## config.mk

```make
export PLATFORM = sky130hd
export DESIGN_NAME = tcdm_bank_sel
export DESIGN_NICKNAME = d
export VERILOG_FILES = /design/src/tcdm_pkg.sv /design/src/tcdm_bank_sel.sv
export SDC_FILE = /design/constraint.sdc
export NUM_CORES = 1
export LEC_CHECK = 0
export BUFFER_PORTS_ARGS = -buffer_cell sky130_fd_sc_hd__buf_2
export CAP_MARGIN = 20
export CORE_AREA = 5 5 153 155
export CTS_BUF_LIST = sky130_fd_sc_hd__clkbuf_4 sky130_fd_sc_hd__clkbuf_8 sky130_fd_sc_hd__clkbuf_16
export CTS_CLUSTER_DIAMETER = 30
export DETAILED_ROUTE_END_ITERATION = 6
export DIE_AREA = 0 0 158 160
export GPL_TIMING_DRIVEN = 0
export MAX_ROUTING_LAYER = met4
export PLACE_DENSITY = 0.49
export SLEW_MARGIN = 5
export SYNTH_ARGS = -nofsm -noshare
export SYNTH_HDL_FRONTEND = slang
export SYNTH_SLANG_ARGS = --single-unit
```

## constraint.sdc

```tcl
create_clock -name clk_i -period 1.4 [get_ports clk_i]
set_clock_uncertainty 0.15 [all_clocks]
set_input_delay 0.14 -clock clk_i [delete_from_list [all_inputs] [get_ports clk_i]]
set_output_delay 0.14 -clock clk_i [all_outputs]
set_load 0.005 [all_outputs]
```

## src/tcdm_pkg.sv

```systemverilog
// Sizes, address layout and the bus structs shared by every block of the TCDM
// Memory spans 0x0000 to MEM_BYTES-1; any address with a nonzero hi field is an error
package tcdm_pkg;

  //////////////////////////////////////////////////
  // Sizes
  //////////////////////////////////////////////////
  localparam int NB_BANKS    = 4;
  localparam int BANK_WORDS  = 256;
  localparam int BANK_SEL_W  = $clog2(NB_BANKS);
  localparam int BANK_ADDR_W = $clog2(BANK_WORDS);
  localparam int DATA_W      = 32;
  localparam int STRB_W      = DATA_W / 8;
  localparam int BYTE_W      = $clog2(STRB_W);
  localparam int AXI_ADDR_W  = 16;
  localparam int MEM_BYTES   = NB_BANKS * BANK_WORDS * STRB_W;
  // Address bits above the memory, all zero for a hit
  localparam int ADDR_HI_W   = AXI_ADDR_W - $clog2(MEM_BYTES);

  // AXI response codes
  localparam logic [1:0] RESP_OKAY   = 2'b00;
  localparam logic [1:0] RESP_DECERR = 2'b11;

  //////////////////////////////////////////////////
  // Address views
  //////////////////////////////////////////////////
  // Word interleaved, so the bank index sits right above the byte lane
  typedef struct packed {
    logic [ADDR_HI_W-1:0]   hi;
    logic [BANK_ADDR_W-1:0] offset;
    logic [BANK_SEL_W-1:0]  bank;
    logic [BYTE_W-1:0]      byte_idx;
  } tcdm_addr_f_t;

  typedef union packed {
    logic [AXI_ADDR_W-1:0] raw;
    tcdm_addr_f_t          f;
  } tcdm_addr_u;

  //////////////////////////////////////////////////
  // AXI4-Lite channels
  //////////////////////////////////////////////////
  // Master side
  typedef struct packed {
    logic                  aw_valid;
    logic [AXI_ADDR_W-1:0] aw_addr;
    logic                  w_valid;
    logic [DATA_W-1:0]     w_data;
    logic [STRB_W-1:0]     w_strb;
    logic                  b_ready;
    logic                  ar_valid;
    logic [AXI_ADDR_W-1:0] ar_addr;
    logic                  r_ready;
  } axil_req_t;

  // Slave side
  typedef struct packed {
    logic              aw_ready;
    logic              w_ready;
    logic              b_valid;
    logic [1:0]        b_resp;
    logic              ar_ready;
    logic              r_valid;
    logic [DATA_W-1:0] r_data;
    logic [1:0]        r_resp;
  } axil_rsp_t;

  //////////////////////////////////////////////////
  // Memory side
  //////////////////////////////////////////////////
  typedef struct packed {
    logic              req;
    logic              we;
    logic [STRB_W-1:0] be;
    tcdm_addr_u        addr;
    logic [DATA_W-1:0] wdata;
  } tcdm_req_t;

  // One bank port, ce high for one cycle per access
  typedef struct packed {
    logic                   ce;
    logic                   we;
    logic [STRB_W-1:0]      be;
    logic [BANK_ADDR_W-1:0] offset;
    logic [DATA_W-1:0]      wdata;
  } bank_req_t;

  typedef struct packed {
    logic              valid;
    logic              err;
    logic [DATA_W-1:0] rdata;
  } tcdm_rsp_t;

endpackage

```

## src/tcdm_bank_sel.sv

```systemverilog
// Bank decode and read return, fixed two cycles from req to rsp valid
// Out of range accesses enable no bank and return zero data with err set
`timescale 1ns/1ps

module tcdm_bank_sel (
  input  logic                              clk_i,
  input  logic                              arst_n,
  input  tcdm_pkg::tcdm_req_t               mem_req,
  output tcdm_pkg::tcdm_rsp_t               mem_rsp,
  output tcdm_pkg::bank_req_t               bank_req [tcdm_pkg::NB_BANKS],
  input  logic [tcdm_pkg::DATA_W-1:0]       bank_rdata [tcdm_pkg::NB_BANKS]
);

  logic                             in_range;
  logic [tcdm_pkg::NB_BANKS-1:0]    ce_d;

  // Stage one, bank access cycle
  logic [tcdm_pkg::NB_BANKS-1:0]    ce_q;
  logic                             pend_q;
  logic                             err_q;
  logic [tcdm_pkg::BANK_SEL_W-1:0]  idx_q;
  logic                             we_q;
  logic [tcdm_pkg::STRB_W-1:0]      be_q;
  logic [tcdm_pkg::BANK_ADDR_W-1:0] offset_q;
  logic [tcdm_pkg::DATA_W-1:0]      wdata_q;

  // Stage two, read return cycle
  logic                             vld_q;
  logic                             sel_err_q;
  logic [tcdm_pkg::BANK_SEL_W-1:0]  sel_idx_q;

  // Hit only when no bits above the memory are set
  assign in_range = (mem_req.addr.f.hi == '0);

  always_comb
  begin
    for (int i = 0; i < tcdm_pkg::NB_BANKS; i++)
    begin
      ce_d[i] = mem_req.req && in_range &&
                (mem_req.addr.f.bank == tcdm_pkg::BANK_SEL_W'(i));
    end
  end

  //////////////////////////////////////////////////
  // Pipeline registers
  //////////////////////////////////////////////////
  always_ff @(posedge clk_i or negedge arst_n)
  begin
    if (!arst_n)
    begin
      ce_q      <= '0;
      pend_q    <= 1'b0;
      err_q     <= 1'b0;
      idx_q     <= '0;
      vld_q     <= 1'b0;
      sel_err_q <= 1'b0;
      sel_idx_q <= '0;
    end
    else
    begin
      ce_q      <= ce_d;
      pend_q    <= mem_req.req;
      if (mem_req.req)
      begin
        err_q <= !in_range;
        idx_q <= mem_req.addr.f.bank;
      end
      // Bank data arrives with this stage
      vld_q     <= pend_q;
      sel_err_q <= err_q;
      sel_idx_q <= idx_q;
    end
  end

  // Shared bank payload, gated by ce
  always_ff @(posedge clk_i)
  begin
    if (mem_req.req)
    begin
      we_q     <= mem_req.we;
      be_q     <= mem_req.be;
      offset_q <= mem_req.addr.f.offset;
      wdata_q  <= mem_req.wdata;
    end
  end

  //////////////////////////////////////////////////
  // Outputs
  //////////////////////////////////////////////////
  always_comb
  begin
    for (int i = 0; i < tcdm_pkg::NB_BANKS; i++)
    begin
      bank_req[i].ce     = ce_q[i];
      bank_req[i].we     = we_q;
      bank_req[i].be     = be_q;
      bank_req[i].offset = offset_q;
      bank_req[i].wdata  = wdata_q;
    end
  end

  assign mem_rsp.valid = vld_q;
  assign mem_rsp.err   = sel_err_q;
  assign mem_rsp.rdata = sel_err_q ? '0 : bank_rdata[sel_idx_q];

endmodule

```

==> results.py <==
metrics = {
    "grt": {
        "grt_max_degree": 51,
        "gr-total-overflow": 0,
        "track_usage_pct": 11.9,
        "grt_pass1_wl_mm": 22.7,
        "antenna_found_initial": 0,
        "grt_pass1_vias": 4157,
    },
    "critical_path": {
        "crit_type": "flop to output port",
        "rrSetupSlack_ns": 0.51,
        "rr_endpoint": "idx_q[0]$_DFFE_PN0P_",
        "cp-end-kind": "output port",
        "required_ns": 1.11,
        "start_kind": "flop",
        "r2r_start": "idx_q[0]$_DFFE_PN0P_",
        "arrival_ns": 1.59,
        "rr_worst_depth": 1,
        "critPathMaxFanout": 10,
        "crit_path_start": "sel_idx_q[0]$_DFF_PN0_",
    },
    "routing": {
        "totalWireLength_mm": 16.7,
        "wl_per_cell_um": 15.7,
        "vias": 4041,
        "antenna_left": 0,
        "via_per_inst": 3.80,
        "drt_iter0_markers": 163,
        "dr.pass1.iters": 4,
        "drc": 0,
    },
    "finish": {
        "fin_nets": 962,
        "final_area_um2": 7470,
        "layout_common_cells": "376 x buf_2, 126 x buf_4, 49 x dlygate4sd3_1, 45 x mux2i_1, 45 x edfxtp_1",
        "layout-drive-gt1-share_pct": 77.9,
        "nFillCells": 2190,
        "n_antenna_cell": 0,
        "areaGrowthSynthToFinish_pct": 101,
        "layout_commonest_cell": "buf_2",
    },
    "clock_network": {
        "cts-root-buf": "clkbuf_16",
        "clkLatencyLatePin_ns": 0.32,
        "cts_sinks": 57,
        "clkTransAtPathRegs_ns": 0.05,
        "clock_path_buffers": 2,
        "cts_made_buffers": 9,
        "htreeDepth": 3,
        "cts_tree": "built",
    },
    "status": {
        "status": "finished with violations",
        "violations": "negative hold slack, negative setup slack",
    },
    "floorplan": {
        "core_um2": 21700,
        "fp.dieH_um": 160,
        "io_pins": 402,
        "dieArea_um2": 25300,
        "start_util_pct": 17.1,
        "rows": 54,
        "die_width_um": 158,
    },
    "timing": {
        "worst_slack_ns": -0.483,
        "setup_viol": 32,
        "period_minus_slack_ns": 1.88,
        "max_freq_ghz": 0.531,
        "max_slew.worst_pin.slew_ns": 0.465,
        "rsz0062_at_grt": "true",
        "relSlewSlack_pct": 69.0,
        "hold_slack_ns": -0.00823,
        "finalCritPeriodShare_pct": 134,
        "finalHoldViolations": 3,
        "maxSlewViolCount": 0,
    },
    "worst_hold_path": {
        "hold_depth": 3,
        "min_from": "mem_req[46]",
        "worstHoldEndpoint": "ce_q[1]$_DFF_PN0_",
        "min_path_type": "primary input to flop",
    },
    "power": {
        "ir_drop_mv": 0.462,
        "power_leakage_nw": 3.88,
        "power_density_nw_per_um2": 815,
    },
    "place": {
        "post_dp_cell_area_um2": 6060,
        "dpl.hpwl_mm": 13.2,
        "dp_slack_ns": -0.764,
        "gp_congestion": 0.750,
        "numPortBuffers": 399,
    },
    "logic_synthesis": {
        "syn_area_per_cell_um2": 11.8,
        "ys_types": 18,
        "syn_area_um2": 3720,
        "syn_nets": 500,
        "synth_seq_area_share_pct": 44.4,
        "yosysWarningCount": 0,
        "ys_ff_latch": 57,
        "synthCells": 316,
    },
    "job": {
        "maxCapViolations": 0,
    },
}
## stage by stage
stage	hold slack, ns	instances	setup TNS (ns)	util [%]	power, W
global route	0.00288	1063	-16.09	34.4	0.00640
CTS	-0.0242	1061	-14.13	32.7	0.00602
floorplan	-0.306	316	0	-	0.00290
detailed placement	-0.115	995	-25.34	28.0	0.00376
finish	-0.00823	1063	-13.20	34.4	0.00609
global placement	-0.116	995	-25.96	28.0	0.00375
## timing repair
action	in CTS	in global routing
cloned	0	2
hold endpoints to repair	63	0
resized for setup	62	64
buffers inserted	3	2
hold buffers	49	0
setup endpoints to repair	43	55
pin swaps	1	6
## per-layer routing
layer	GRT usage, %	share of wire, %	vias to the layer above
met1	12.6	35	1860
met4	3.76	1.4	0
met5	-	0	-
met3	2.90	11	15
met2	21.5	52	247
li1	-	-	1919
## where the power goes
group	total (W)	switching [W]	internal (W)
combinational	0.00201	0.000724	0.00129
sequential	0.00212	0.000147	0.00198
clock	0.00195	0.000712	0.00124
## critical path: stages (launching register included)
cell     delay (ns)
dfrtp_1        0.40
buf_12         0.17
buf_12         0.16
mux2i_4        0.18
o22ai_2        0.20
buf_2          0.16
## registers in the layout (all words and copies together) (netlist names), 2 cells and up
signal / flops
wdata_q: 32
offset_q: 8
be_q: 4
ce_q: 4
idx_q: 2
sel_idx_q: 2
## area by class of cell
class / instances / area [um2] / share of cell area, %
plain buffers: 148 / 1290 / 17.3
clock buffers: 12 / 248 / 3.32
clock inverters: 4 / 20.0 / 0.268
multi-input cells: 107 / 1210 / 16.2
flip-flops and latches: 57 / 1650 / 22.1
well taps: 280 / 350 / 4.69
repair buffers: 455 / 2700 / 36.1
## cell families (layout without fill, tap and decap cells)
logic type | after synthesis | after routing | synth area share (%)
AO/OA/AOI/OAI | 33 | 33 | 5.62
flip-flops | 57 | 57 | 44.4
multiplexers | 66 | 66 | 17.8
buffers and inverters | 152 | 619 | 29.9
AND/OR/NAND/NOR | 8 | 8 | 2.15
## worst max-delay path by stage
stage	slack, ns	endpoint
3_3_place_gp	-0.76	ce_q[1]$_DFF_PN0_
6_report	-0.48	mem_rsp[25]
2_1_floorplan	0.03	mem_rsp[0]
4_1_cts	-0.46	mem_rsp[25]
5_1_grt	-0.52	mem_rsp[2]
3_5_place_dp	-0.76	ce_q[1]$_DFF_PN0_
## Yosys cell counts
master / count / area, um2
or4b_4: 1 / 13.8
buf_4: 144 / 1080
nand2_1: 1 / 3.75
nand2b_1: 1 / 6.26
edfxtp_1: 45 / 1350
o22a_1: 1 / 8.76
nor4b_2: 1 / 15.0
buf_1: 1 / 3.75
mux2i_1: 64 / 641
buf_2: 1 / 5.00
clkbuf_1: 6 / 22.5
mux2_2: 2 / 22.5
nor4_1: 1 / 6.26
dfrtp_1: 12 / 300
o22ai_1: 32 / 200
or2_1: 1 / 6.26
nor3_1: 1 / 5.00
nor4b_4: 1 / 23.8
No activity file was read; power rests on OpenSTA's default activity.
