File: config.mk
export PLATFORM = sky130hd
export DESIGN_NAME = tcdm_axil_front
export DESIGN_NICKNAME = d
export VERILOG_FILES = /design/src/tcdm_pkg.sv /design/src/tcdm_axil_front.sv
export SDC_FILE = /design/constraint.sdc
export NUM_CORES = 1
export LEC_CHECK = 0
export BUFFER_PORTS_ARGS = -buffer_cell sky130_fd_sc_hd__buf_2
export CAP_MARGIN = 0
export CORE_ASPECT_RATIO = 0.5
export CORE_MARGIN = 1.5
export CORE_UTILIZATION = 30
export CTS_BUF_LIST = sky130_fd_sc_hd__clkbuf_16
export DETAILED_ROUTE_END_ITERATION = 16
export REMOVE_ABC_BUFFERS = 1
export SYNTH_ARGS = -nofsm -noshare
export SYNTH_HDL_FRONTEND = slang
export SYNTH_SLANG_ARGS = --single-unit
File: constraint.sdc
create_clock -name clk_i -period 2.4 [get_ports clk_i]
set_clock_uncertainty 0.15 [all_clocks]
set_input_delay 0.48 -clock clk_i [delete_from_list [all_inputs] [get_ports clk_i]]
set_output_delay 0.48 -clock clk_i [all_outputs]
set_load 0.05 [all_outputs]
File: src/tcdm_pkg.sv
// Sizes, address layout and the bus structs shared by every block of the TCDM
// Memory spans 0x0000 to MEM_BYTES-1; any address with a nonzero hi field is an error
package tcdm_pkg;

  //////////////////////////////////////////////////
  // Sizes
  //////////////////////////////////////////////////
  localparam int NB_BANKS    = 4;
  localparam int BANK_WORDS  = 256;
  localparam int BANK_SEL_W  = $clog2(NB_BANKS);
  localparam int BANK_ADDR_W = $clog2(BANK_WORDS);
  localparam int DATA_W      = 32;
  localparam int STRB_W      = DATA_W / 8;
  localparam int BYTE_W      = $clog2(STRB_W);
  localparam int AXI_ADDR_W  = 16;
  localparam int MEM_BYTES   = NB_BANKS * BANK_WORDS * STRB_W;
  // Address bits above the memory, all zero for a hit
  localparam int ADDR_HI_W   = AXI_ADDR_W - $clog2(MEM_BYTES);

  // AXI response codes
  localparam logic [1:0] RESP_OKAY   = 2'b00;
  localparam logic [1:0] RESP_DECERR = 2'b11;

  //////////////////////////////////////////////////
  // Address views
  //////////////////////////////////////////////////
  // Word interleaved, so the bank index sits right above the byte lane
  typedef struct packed {
    logic [ADDR_HI_W-1:0]   hi;
    logic [BANK_ADDR_W-1:0] offset;
    logic [BANK_SEL_W-1:0]  bank;
    logic [BYTE_W-1:0]      byte_idx;
  } tcdm_addr_f_t;

  typedef union packed {
    logic [AXI_ADDR_W-1:0] raw;
    tcdm_addr_f_t          f;
  } tcdm_addr_u;

  //////////////////////////////////////////////////
  // AXI4-Lite channels
  //////////////////////////////////////////////////
  // Master side
  typedef struct packed {
    logic                  aw_valid;
    logic [AXI_ADDR_W-1:0] aw_addr;
    logic                  w_valid;
    logic [DATA_W-1:0]     w_data;
    logic [STRB_W-1:0]     w_strb;
    logic                  b_ready;
    logic                  ar_valid;
    logic [AXI_ADDR_W-1:0] ar_addr;
    logic                  r_ready;
  } axil_req_t;

  // Slave side
  typedef struct packed {
    logic              aw_ready;
    logic              w_ready;
    logic              b_valid;
    logic [1:0]        b_resp;
    logic              ar_ready;
    logic              r_valid;
    logic [DATA_W-1:0] r_data;
    logic [1:0]        r_resp;
  } axil_rsp_t;

  //////////////////////////////////////////////////
  // Memory side
  //////////////////////////////////////////////////
  typedef struct packed {
    logic              req;
    logic              we;
    logic [STRB_W-1:0] be;
    tcdm_addr_u        addr;
    logic [DATA_W-1:0] wdata;
  } tcdm_req_t;

  // One bank port, ce high for one cycle per access
  typedef struct packed {
    logic                   ce;
    logic                   we;
    logic [STRB_W-1:0]      be;
    logic [BANK_ADDR_W-1:0] offset;
    logic [DATA_W-1:0]      wdata;
  } bank_req_t;

  typedef struct packed {
    logic              valid;
    logic              err;
    logic [DATA_W-1:0] rdata;
  } tcdm_rsp_t;

endpackage

File: src/tcdm_axil_front.sv
// AXI4-Lite slave, one transaction in flight; protection bits are not used
// Ready depends on valid in idle, a write needs AW and W together
`timescale 1ns/1ps

module tcdm_axil_front (
  input  logic                clk_i,
  input  logic                arst_n,
  input  tcdm_pkg::axil_req_t axil_req,
  output tcdm_pkg::axil_rsp_t axil_rsp,
  output tcdm_pkg::tcdm_req_t mem_req,
  input  tcdm_pkg::tcdm_rsp_t mem_rsp
);

  typedef enum logic [1:0] {
    st_idle,
    st_issue,
    st_wait,
    st_resp
  } state_e;

  state_e state_q;
  state_e state_d;

  // Control
  logic is_wr_q;
  logic req_q;
  logic acc_wr;
  logic acc_rd;
  logic rsp_done;

  // Captured request payload
  logic                              we_q;
  logic [tcdm_pkg::STRB_W-1:0]       be_q;
  tcdm_pkg::tcdm_addr_u              addr_q;
  logic [tcdm_pkg::DATA_W-1:0]       wdata_q;

  // Captured response payload
  logic [1:0]                  resp_q;
  logic [tcdm_pkg::DATA_W-1:0] rdata_q;

  //////////////////////////////////////////////////
  // Acceptance
  //////////////////////////////////////////////////
  // Write has priority when both are pending
  assign acc_wr = (state_q == st_idle) && axil_req.aw_valid && axil_req.w_valid;
  assign acc_rd = (state_q == st_idle) && axil_req.ar_valid && !acc_wr;

  // Master took B or R
  assign rsp_done = (state_q == st_resp) &&
                    (is_wr_q ? axil_req.b_ready : axil_req.r_ready);

  //////////////////////////////////////////////////
  // FSM
  //////////////////////////////////////////////////
  always_comb
  begin
    state_d = state_q;
    case (state_q)
      st_idle:
      begin
        if (acc_wr || acc_rd)
        begin
          state_d = st_issue;
        end
      end
      st_issue: state_d = st_wait;
      st_wait:
      begin
        if (mem_rsp.valid)
        begin
          state_d = st_resp;
        end
      end
      st_resp:
      begin
        if (rsp_done)
        begin
          state_d = st_idle;
        end
      end
      default: state_d = st_idle;
    endcase
  end

  always_ff @(posedge clk_i or negedge arst_n)
  begin
    if (!arst_n)
    begin
      state_q <= st_idle;
      is_wr_q <= 1'b0;
      req_q   <= 1'b0;
    end
    else
    begin
      state_q <= state_d;
      // Request pulses for the one cycle after issue
      req_q   <= (state_q == st_issue);
      if (acc_wr || acc_rd)
      begin
        is_wr_q <= acc_wr;
      end
    end
  end

  // Payload capture, no reset needed
  always_ff @(posedge clk_i)
  begin
    if (acc_wr)
    begin
      we_q     <= 1'b1;
      be_q     <= axil_req.w_strb;
      addr_q   <= axil_req.aw_addr;
      wdata_q  <= axil_req.w_data;
    end
    else if (acc_rd)
    begin
      // Reads fetch the full word
      we_q     <= 1'b0;
      be_q     <= '1;
      addr_q   <= axil_req.ar_addr;
    end
    if ((state_q == st_wait) && mem_rsp.valid)
    begin
      resp_q  <= mem_rsp.err ? tcdm_pkg::RESP_DECERR : tcdm_pkg::RESP_OKAY;
      rdata_q <= mem_rsp.rdata;
    end
  end

  //////////////////////////////////////////////////
  // Outputs
  //////////////////////////////////////////////////
  assign mem_req.req   = req_q;
  assign mem_req.we    = we_q;
  assign mem_req.be    = be_q;
  assign mem_req.addr  = addr_q;
  assign mem_req.wdata = wdata_q;

  assign axil_rsp.aw_ready = acc_wr;
  assign axil_rsp.w_ready  = acc_wr;
  assign axil_rsp.ar_ready = acc_rd;
  // B and R held until taken
  assign axil_rsp.b_valid  = (state_q == st_resp) && is_wr_q;
  assign axil_rsp.b_resp   = resp_q;
  assign axil_rsp.r_valid  = (state_q == st_resp) && !is_wr_q;
  assign axil_rsp.r_data   = rdata_q;
  assign axil_rsp.r_resp   = resp_q;

endmodule

==> metrics, run 1 <==
status=complete, no violations; dpl ws=around 0.42 ns; Clock Tree Root=clkbuf_16; Final Total Pwr=approximately 5100 uW; Crit path depth=5; Final Util=a little under half; first drt pass iteration count=4; critical path fanouts, max=4; P&R area growth vs syn=45.4%; H-Tree Depth=3; EDFF count, synth=85; CP Launch Point=state_q[0]; CTS Buf Count=9; worst path cell trace=inv_1 > ha_1 > nand3_2 > inv_1 > buf_2; Mapped Cells=about 150; crit path capture=axil_rsp[39]; slowest stage delay, CP=0.39 ns; crit path time final=around 2.3 ns; pin count of the biggest net entering global routing=34; Die ar.=11300 um2; Final WS setup=0.0867 ns; vias=1974; final-report max-slew violation count=0; DRT iter0 DRCs=between 100 and 150; R2R cell count=6; detailed placement HPWL=~6000 um; crit path launch type=flip-flop; initial antenna violation count=0; post-synthesis cell area=3190 um2; Worst Tran Pin Value=about 0.41 ns; clk slew on worst S/H paths=about 0.060 ns; DRC violations left=0; peak supply drop=slightly above 0.3 mV; Avg Vias per Cell=roughly 3.9; GP Congestion=between 0.7 and 0.8; max_cap viols=0; cell repeated most along the worst path=inv_1; Die Width=approximately 150 um; buffers and inverters on the worst path=3; Async SR Flop Fraction=around 4.4%; Primary FF master, synth=edfxtp_1; CTS sink cnt=90; wire length per cell=between 10 and 15 um; r2r endpoint=addr_q[9]; Power Density=1100 nW/um2; WP data required=between 1.5 and 2 ns; ANT nets after route=0; RSZ-0062 raised after global routing=yes; Max Freq=between 0.4 and 0.5 GHz; drt total wl=7380 um; r2r setup slk=0.45 ns; CTS resizes=0; Critical Path Slowest Stage Cell=dfrtp_1; first-pass GRT wire length=just under 10000 um; gr usage total=between 10% and 20%; num ports=~200; Hold Fails Final Rpt=0; Nets=around 470; Synth cell types=22; Slew headroom=about 73%; IO buf count=around 200; Ys Warns=0; Synth Register Bits=90; starting density of the core=between 30% and 40%; CTS tree=done; global route overflow=0; Worst Setup End Kind=primary output; period utilization=between 90% and 100%; Leakage=slightly above 0.002 uW; syn_area_per_cell=21.8 um2; critical path arrival=about 1.7 ns; CP delay by family, top=buffers and inverters; fin area=4630 um2; CORE AREA=about 10000 um2; worst r2r src=state_q[0]; Clock Path Buffers=2; crit path kind=flip-flop to primary output; Antenna diodes=0; number of global-route vias before repair=just under 2000; ratio of cells with drive above 1 in the final layout=66.9%; placed instance area=between 4000 and 5000 um2; Skew-Pair Late Insertion Delay=0.32 ns; setup violators final=0; Die Y=between 70 and 80 um; HP Class=primary input to flip-flop; sequential share of the synthesized area=83.9%; FP Rows=26
==> worst reg2reg max path, stage by stage, from the launching register on <==
cell     delay, ns
dfrtp_1       0.39
inv_1         0.11
ha_1          0.23
nand3_2       0.14
buf_4         0.20
nand2_1       0.20
buf_4         0.23
==> through the flow <==
| step | cells | hold slack, ns | TNS (ns) |
|---|---|---|---|
| global route | 502 | 0.163 | -0.0238 |
| floorplan | 136 | 0.0344 | -19.77 |
| finish | 502 | 0.176 | 0 |
| global placement | 486 | 0.145 | 0 |
| detailed placement | 486 | 0.146 | 0 |
| CTS | 502 | 0.162 | 0 |
==> worst min path at each step <==
| stage | from | endpoint | slack (ns) | depth (start not counted) |
|---|---|---|---|---|
| 2_1_floorplan | arst_n | is_wr_q | 0.03 | 0 |
| 3_3_place_gp | arst_n | req_q | 0.14 | 1 |
| 3_5_place_dp | arst_n | req_q | 0.15 | 1 |
| 6_report | axil_req[51] | wdata_q[28] | 0.18 | 1 |
| 5_1_grt | axil_req[50] | wdata_q[27] | 0.16 | 1 |
| 4_1_cts | axil_req[51] | wdata_q[28] | 0.16 | 1 |
==> power by group <==
group          switching [uW]  leakage [uW]  internal [uW]
combinational            1250       0.00107            406
sequential               76.0      0.000830           2060
clock                     508      0.000139            783
==> cells in the mapped netlist (2+ instances only) <==
cell type	count	area (um2)
a21oi_1	2	10.0
edfxtp_1	85	2550
mux2_4	7	105
buf_6	2	22.5
nand2_1	6	22.5
buf_4	8	60.1
mux2_2	10	113
ha_1	4	50.1
inv_1	3	11.3
dfrtp_1	4	100
or2_1	4	25.0
==> state kept, by name (all words and copies together), names as in the netlist <==
register and flops:
addr_q 16, be_q 4, is_wr_q 1, rdata_q 32, req_q 1, resp_q 1
state_q 2, wdata_q 32, we_q 1
==> layer usage <==
metal  global-route usage, %  routed length, um
met1                    12.9               2660
met2                    23.3               4270
met4                    6.49                172
met3                    3.05                277
met5                       0                  0
==> cell families (layout without fill, tap and decap cells) <==
kind of cell | count (synthesis) | count (layout) | share of synthesized area (%)
buffers and inverters | 13 | 229 | 2.95
AO/OA/AOI/OAI | 4 | 4 | 0.864
multiplexers | 18 | 18 | 7.15
AND/OR/NAND/NOR | 17 | 17 | 3.57
adder cells (fa/ha/maj) | 4 | 4 | 1.57
flip-flops | 90 | 90 | 83.9
==> layout make-up <==
| class | count | area [um2] |
|---|---|---|
| fillers | 962 | 5650 |
| multi-input cells | 43 | 419 |
| well taps | 140 | 175 |
| repair buffers | 211 | 1080 |
| clock buffers | 9 | 225 |
| flip-flops and latches | 90 | 2670 |
| inverters | 3 | 11.3 |
| clock inverters | 6 | 50.0 |
==> cells in the final DEF (no fill, tap or decap), types with 2 or more instances in the layout <==
master | synthesis | layout
dfrtp_1 | 4 | 4
ha_1 | 4 | 4
mux2_4 | 7 | 7
buf_4 | 8 | 7
nand2_1 | 6 | 6
or2_1 | 4 | 4
edfxtp_1 | 85 | 85
clkinv_1 | 0 | 3
mux2_2 | 10 | 10
a21oi_1 | 2 | 2
clkbuf_16 | 0 | 9
inv_1 | 3 | 4
buf_2 | 0 | 203
==> what timing repair did <==
action | 4_1_cts | 5_1_grt
buffers inserted | 0 | 0
endpoints found under the setup margin | 0 | 2
hold buffers | 1 | 0
endpoints found under the hold margin | 4 | 0
(Power assumes the default switching activity.)
==> run 2, diff against run 1 <==
- CORE_UTILIZATION: 30 -> 38
- CTS_CLUSTER_DIAMETER: not set -> 200
- PLACE_DENSITY: not set -> 0.76
- SETUP_SLACK_MARGIN: not set -> 0.5
==> run 2 against run 1 <==
  * Power increased by 5.2%
  * Via count increased by 3.6%
  * Largest power group unchanged
  * Global-route usage increased by 3.6 points
  * Register-to-register slack improved by 0.03 ns
  * Critical path type unchanged
==> metrics, run 2 (same netlist as run 1, synthesis figures left out) <==
HP Class=primary input to flip-flop; IO buf count=approximately 200; wire length per cell=approximately 15 um; commonest non-fill, non-tap cell in the layout=buf_2; CORE AREA=8060 um2; global route overflow=0; Power Density=1130 nW/um2; Nets=approximately 480; crit path kind=flip-flop to primary output; Critical Path Slowest Stage Cell=dfrtp_1; Worst Setup End Kind=primary output; Slew headroom=74.2%; Final Total Pwr=between 5000 and 6000 uW; Clock Path Buffers=2; initial antenna violation count=0; Placed Cells=456; Die Width=between 100 and 150 um; CTS Buf Count=9; Antenna diodes=0; DRT iter0 DRCs=between 100 and 150; Hold Fails Final Rpt=0; Clock Tree Root=clkbuf_16; worst path cell trace=inv_2 > ha_4 > nand3_4 > inv_4 > buf_8; Worst Tran Pin Value=a little under 0.4 ns; first drt pass iteration count=4; gr usage total=15.8%; first-pass GRT wire length=10300 um; drt total wl=7300 um; critical path fanouts, max=3; Leakage=approximately 0.0021 uW; Die ar.=between 8000 and 9000 um2; final-report max-slew violation count=0; crit path time final=2.00 ns; FP Rows=23; starting density of the core=between 30% and 40%; most frequent cells in the layout=buf_2, edfxtp_1, mux2_2, buf_4, clkbuf_16; max_cap viols=0; pin count of the biggest net entering global routing=34; slowest stage delay, CP=roughly 0.4 ns; CTS sink cnt=90; P&R area growth vs syn=49.1%; crit path launch type=flip-flop; R2R cell count=7; critical path arrival=1.37 ns; ANT nets after route=0; biggest regs=rdata_q: 32 flops, wdata_q: 32 flops, addr_q: 16 flops; Avg Vias per Cell=between 4 and 5; final std cells w/o fill=480; setup violators final=0; ratio of cells with drive above 1 in the final layout=70.4%; DRC violations left=0; detailed placement HPWL=approximately 5700 um; period utilization=between 80% and 90%; number of global-route vias before repair=around 1900; WP data required=around 1.8 ns; vias=just over 2000; Worst Hold Depth=1; GP Congestion=between 0.7 and 0.8; Skew-Pair Late Insertion Delay=between 0.3 and 0.4 ns; peak supply drop=~0.73 mV; Max Freq=0.500 GHz; RSZ-0062 raised after global routing=yes; Die Y=~68 um; clk slew on worst S/H paths=0.06 ns; CTS tree=done; status=complete, no violations; num ports=204; H-Tree Depth=3
[run 2: through the flow]
step                setup slack [ns]  utilization (%)  area, um2  TNS, ns  hold WS (ns)
CTS                            0.399             58.6       4730        0         0.164
global placement               0.492             53.5       4310        0         0.144
global route                   0.339             58.9       4750        0         0.150
finish                         0.398             58.9       4750        0         0.178
floorplan                     -0.642                -       3100   -19.77        0.0344
detailed placement             0.450             53.5       4310        0         0.145
[run 2: layer usage]
metal / routed length, um / GRT usage [%] / vias to the layer above
met3: 249 / 4.88 / 6
met5: 0 / 0 / -
met2: 4180 / 28.7 / 49
li1: - / - / 980
met1: 2800 / 18.6 / 1011
met4: 65 / 4.53 / 0
[run 2: power by group]
part	switching, uW	internal, uW
sequential	79.6	2060
clock	553	804
combinational	1310	545
total	1940	3410
[run 2: final timing paths]
path	end	slack, ns	startpoint
max in group asynchronous	state_q[1]	1.62	arst_n
setup / recovery	axil_rsp[40]	0.40	state_q[0]
setup reg to reg	state_q[1]	0.48	state_q[1]
hold reg to reg	we_q	0.30	we_q
hold / removal	rdata_q[22]	0.18	mem_rsp[22]
min in group asynchronous	is_wr_q	0.35	arst_n
[run 2: worst max-delay path: cells and delay by family (launching register included)]
kind,cells,cell delay (ns)
adder cells (fa/ha/maj),1,0.17
buffers and inverters,3,0.35
AND/OR/NAND/NOR,1,0.12
flip-flops,1,0.40
[run 2: final cells by class]
cell class / count / area (um2)
Clock buffer: 9 / 225
Clock inverter: 7 / 68.8
Fill cell: 685 / 3310
Inverter: 3 / 13.8
Multi-Input combinational cell: 43 / 454
Sequential cell: 90 / 2670
Tap cell: 112 / 140
Timing Repair Buffer: 216 / 1170
[run 2: repair_timing]
| item | CTS | global route |
|---|---|---|
| hold buffers | 1 | 0 |
| hold endpoints to repair | 4 | 0 |
| gates resized for setup | 24 | 2 |
| pin swaps | 1 | 2 |
| setup endpoints to repair | 37 | 39 |
| buffers inserted | 5 | 2 |
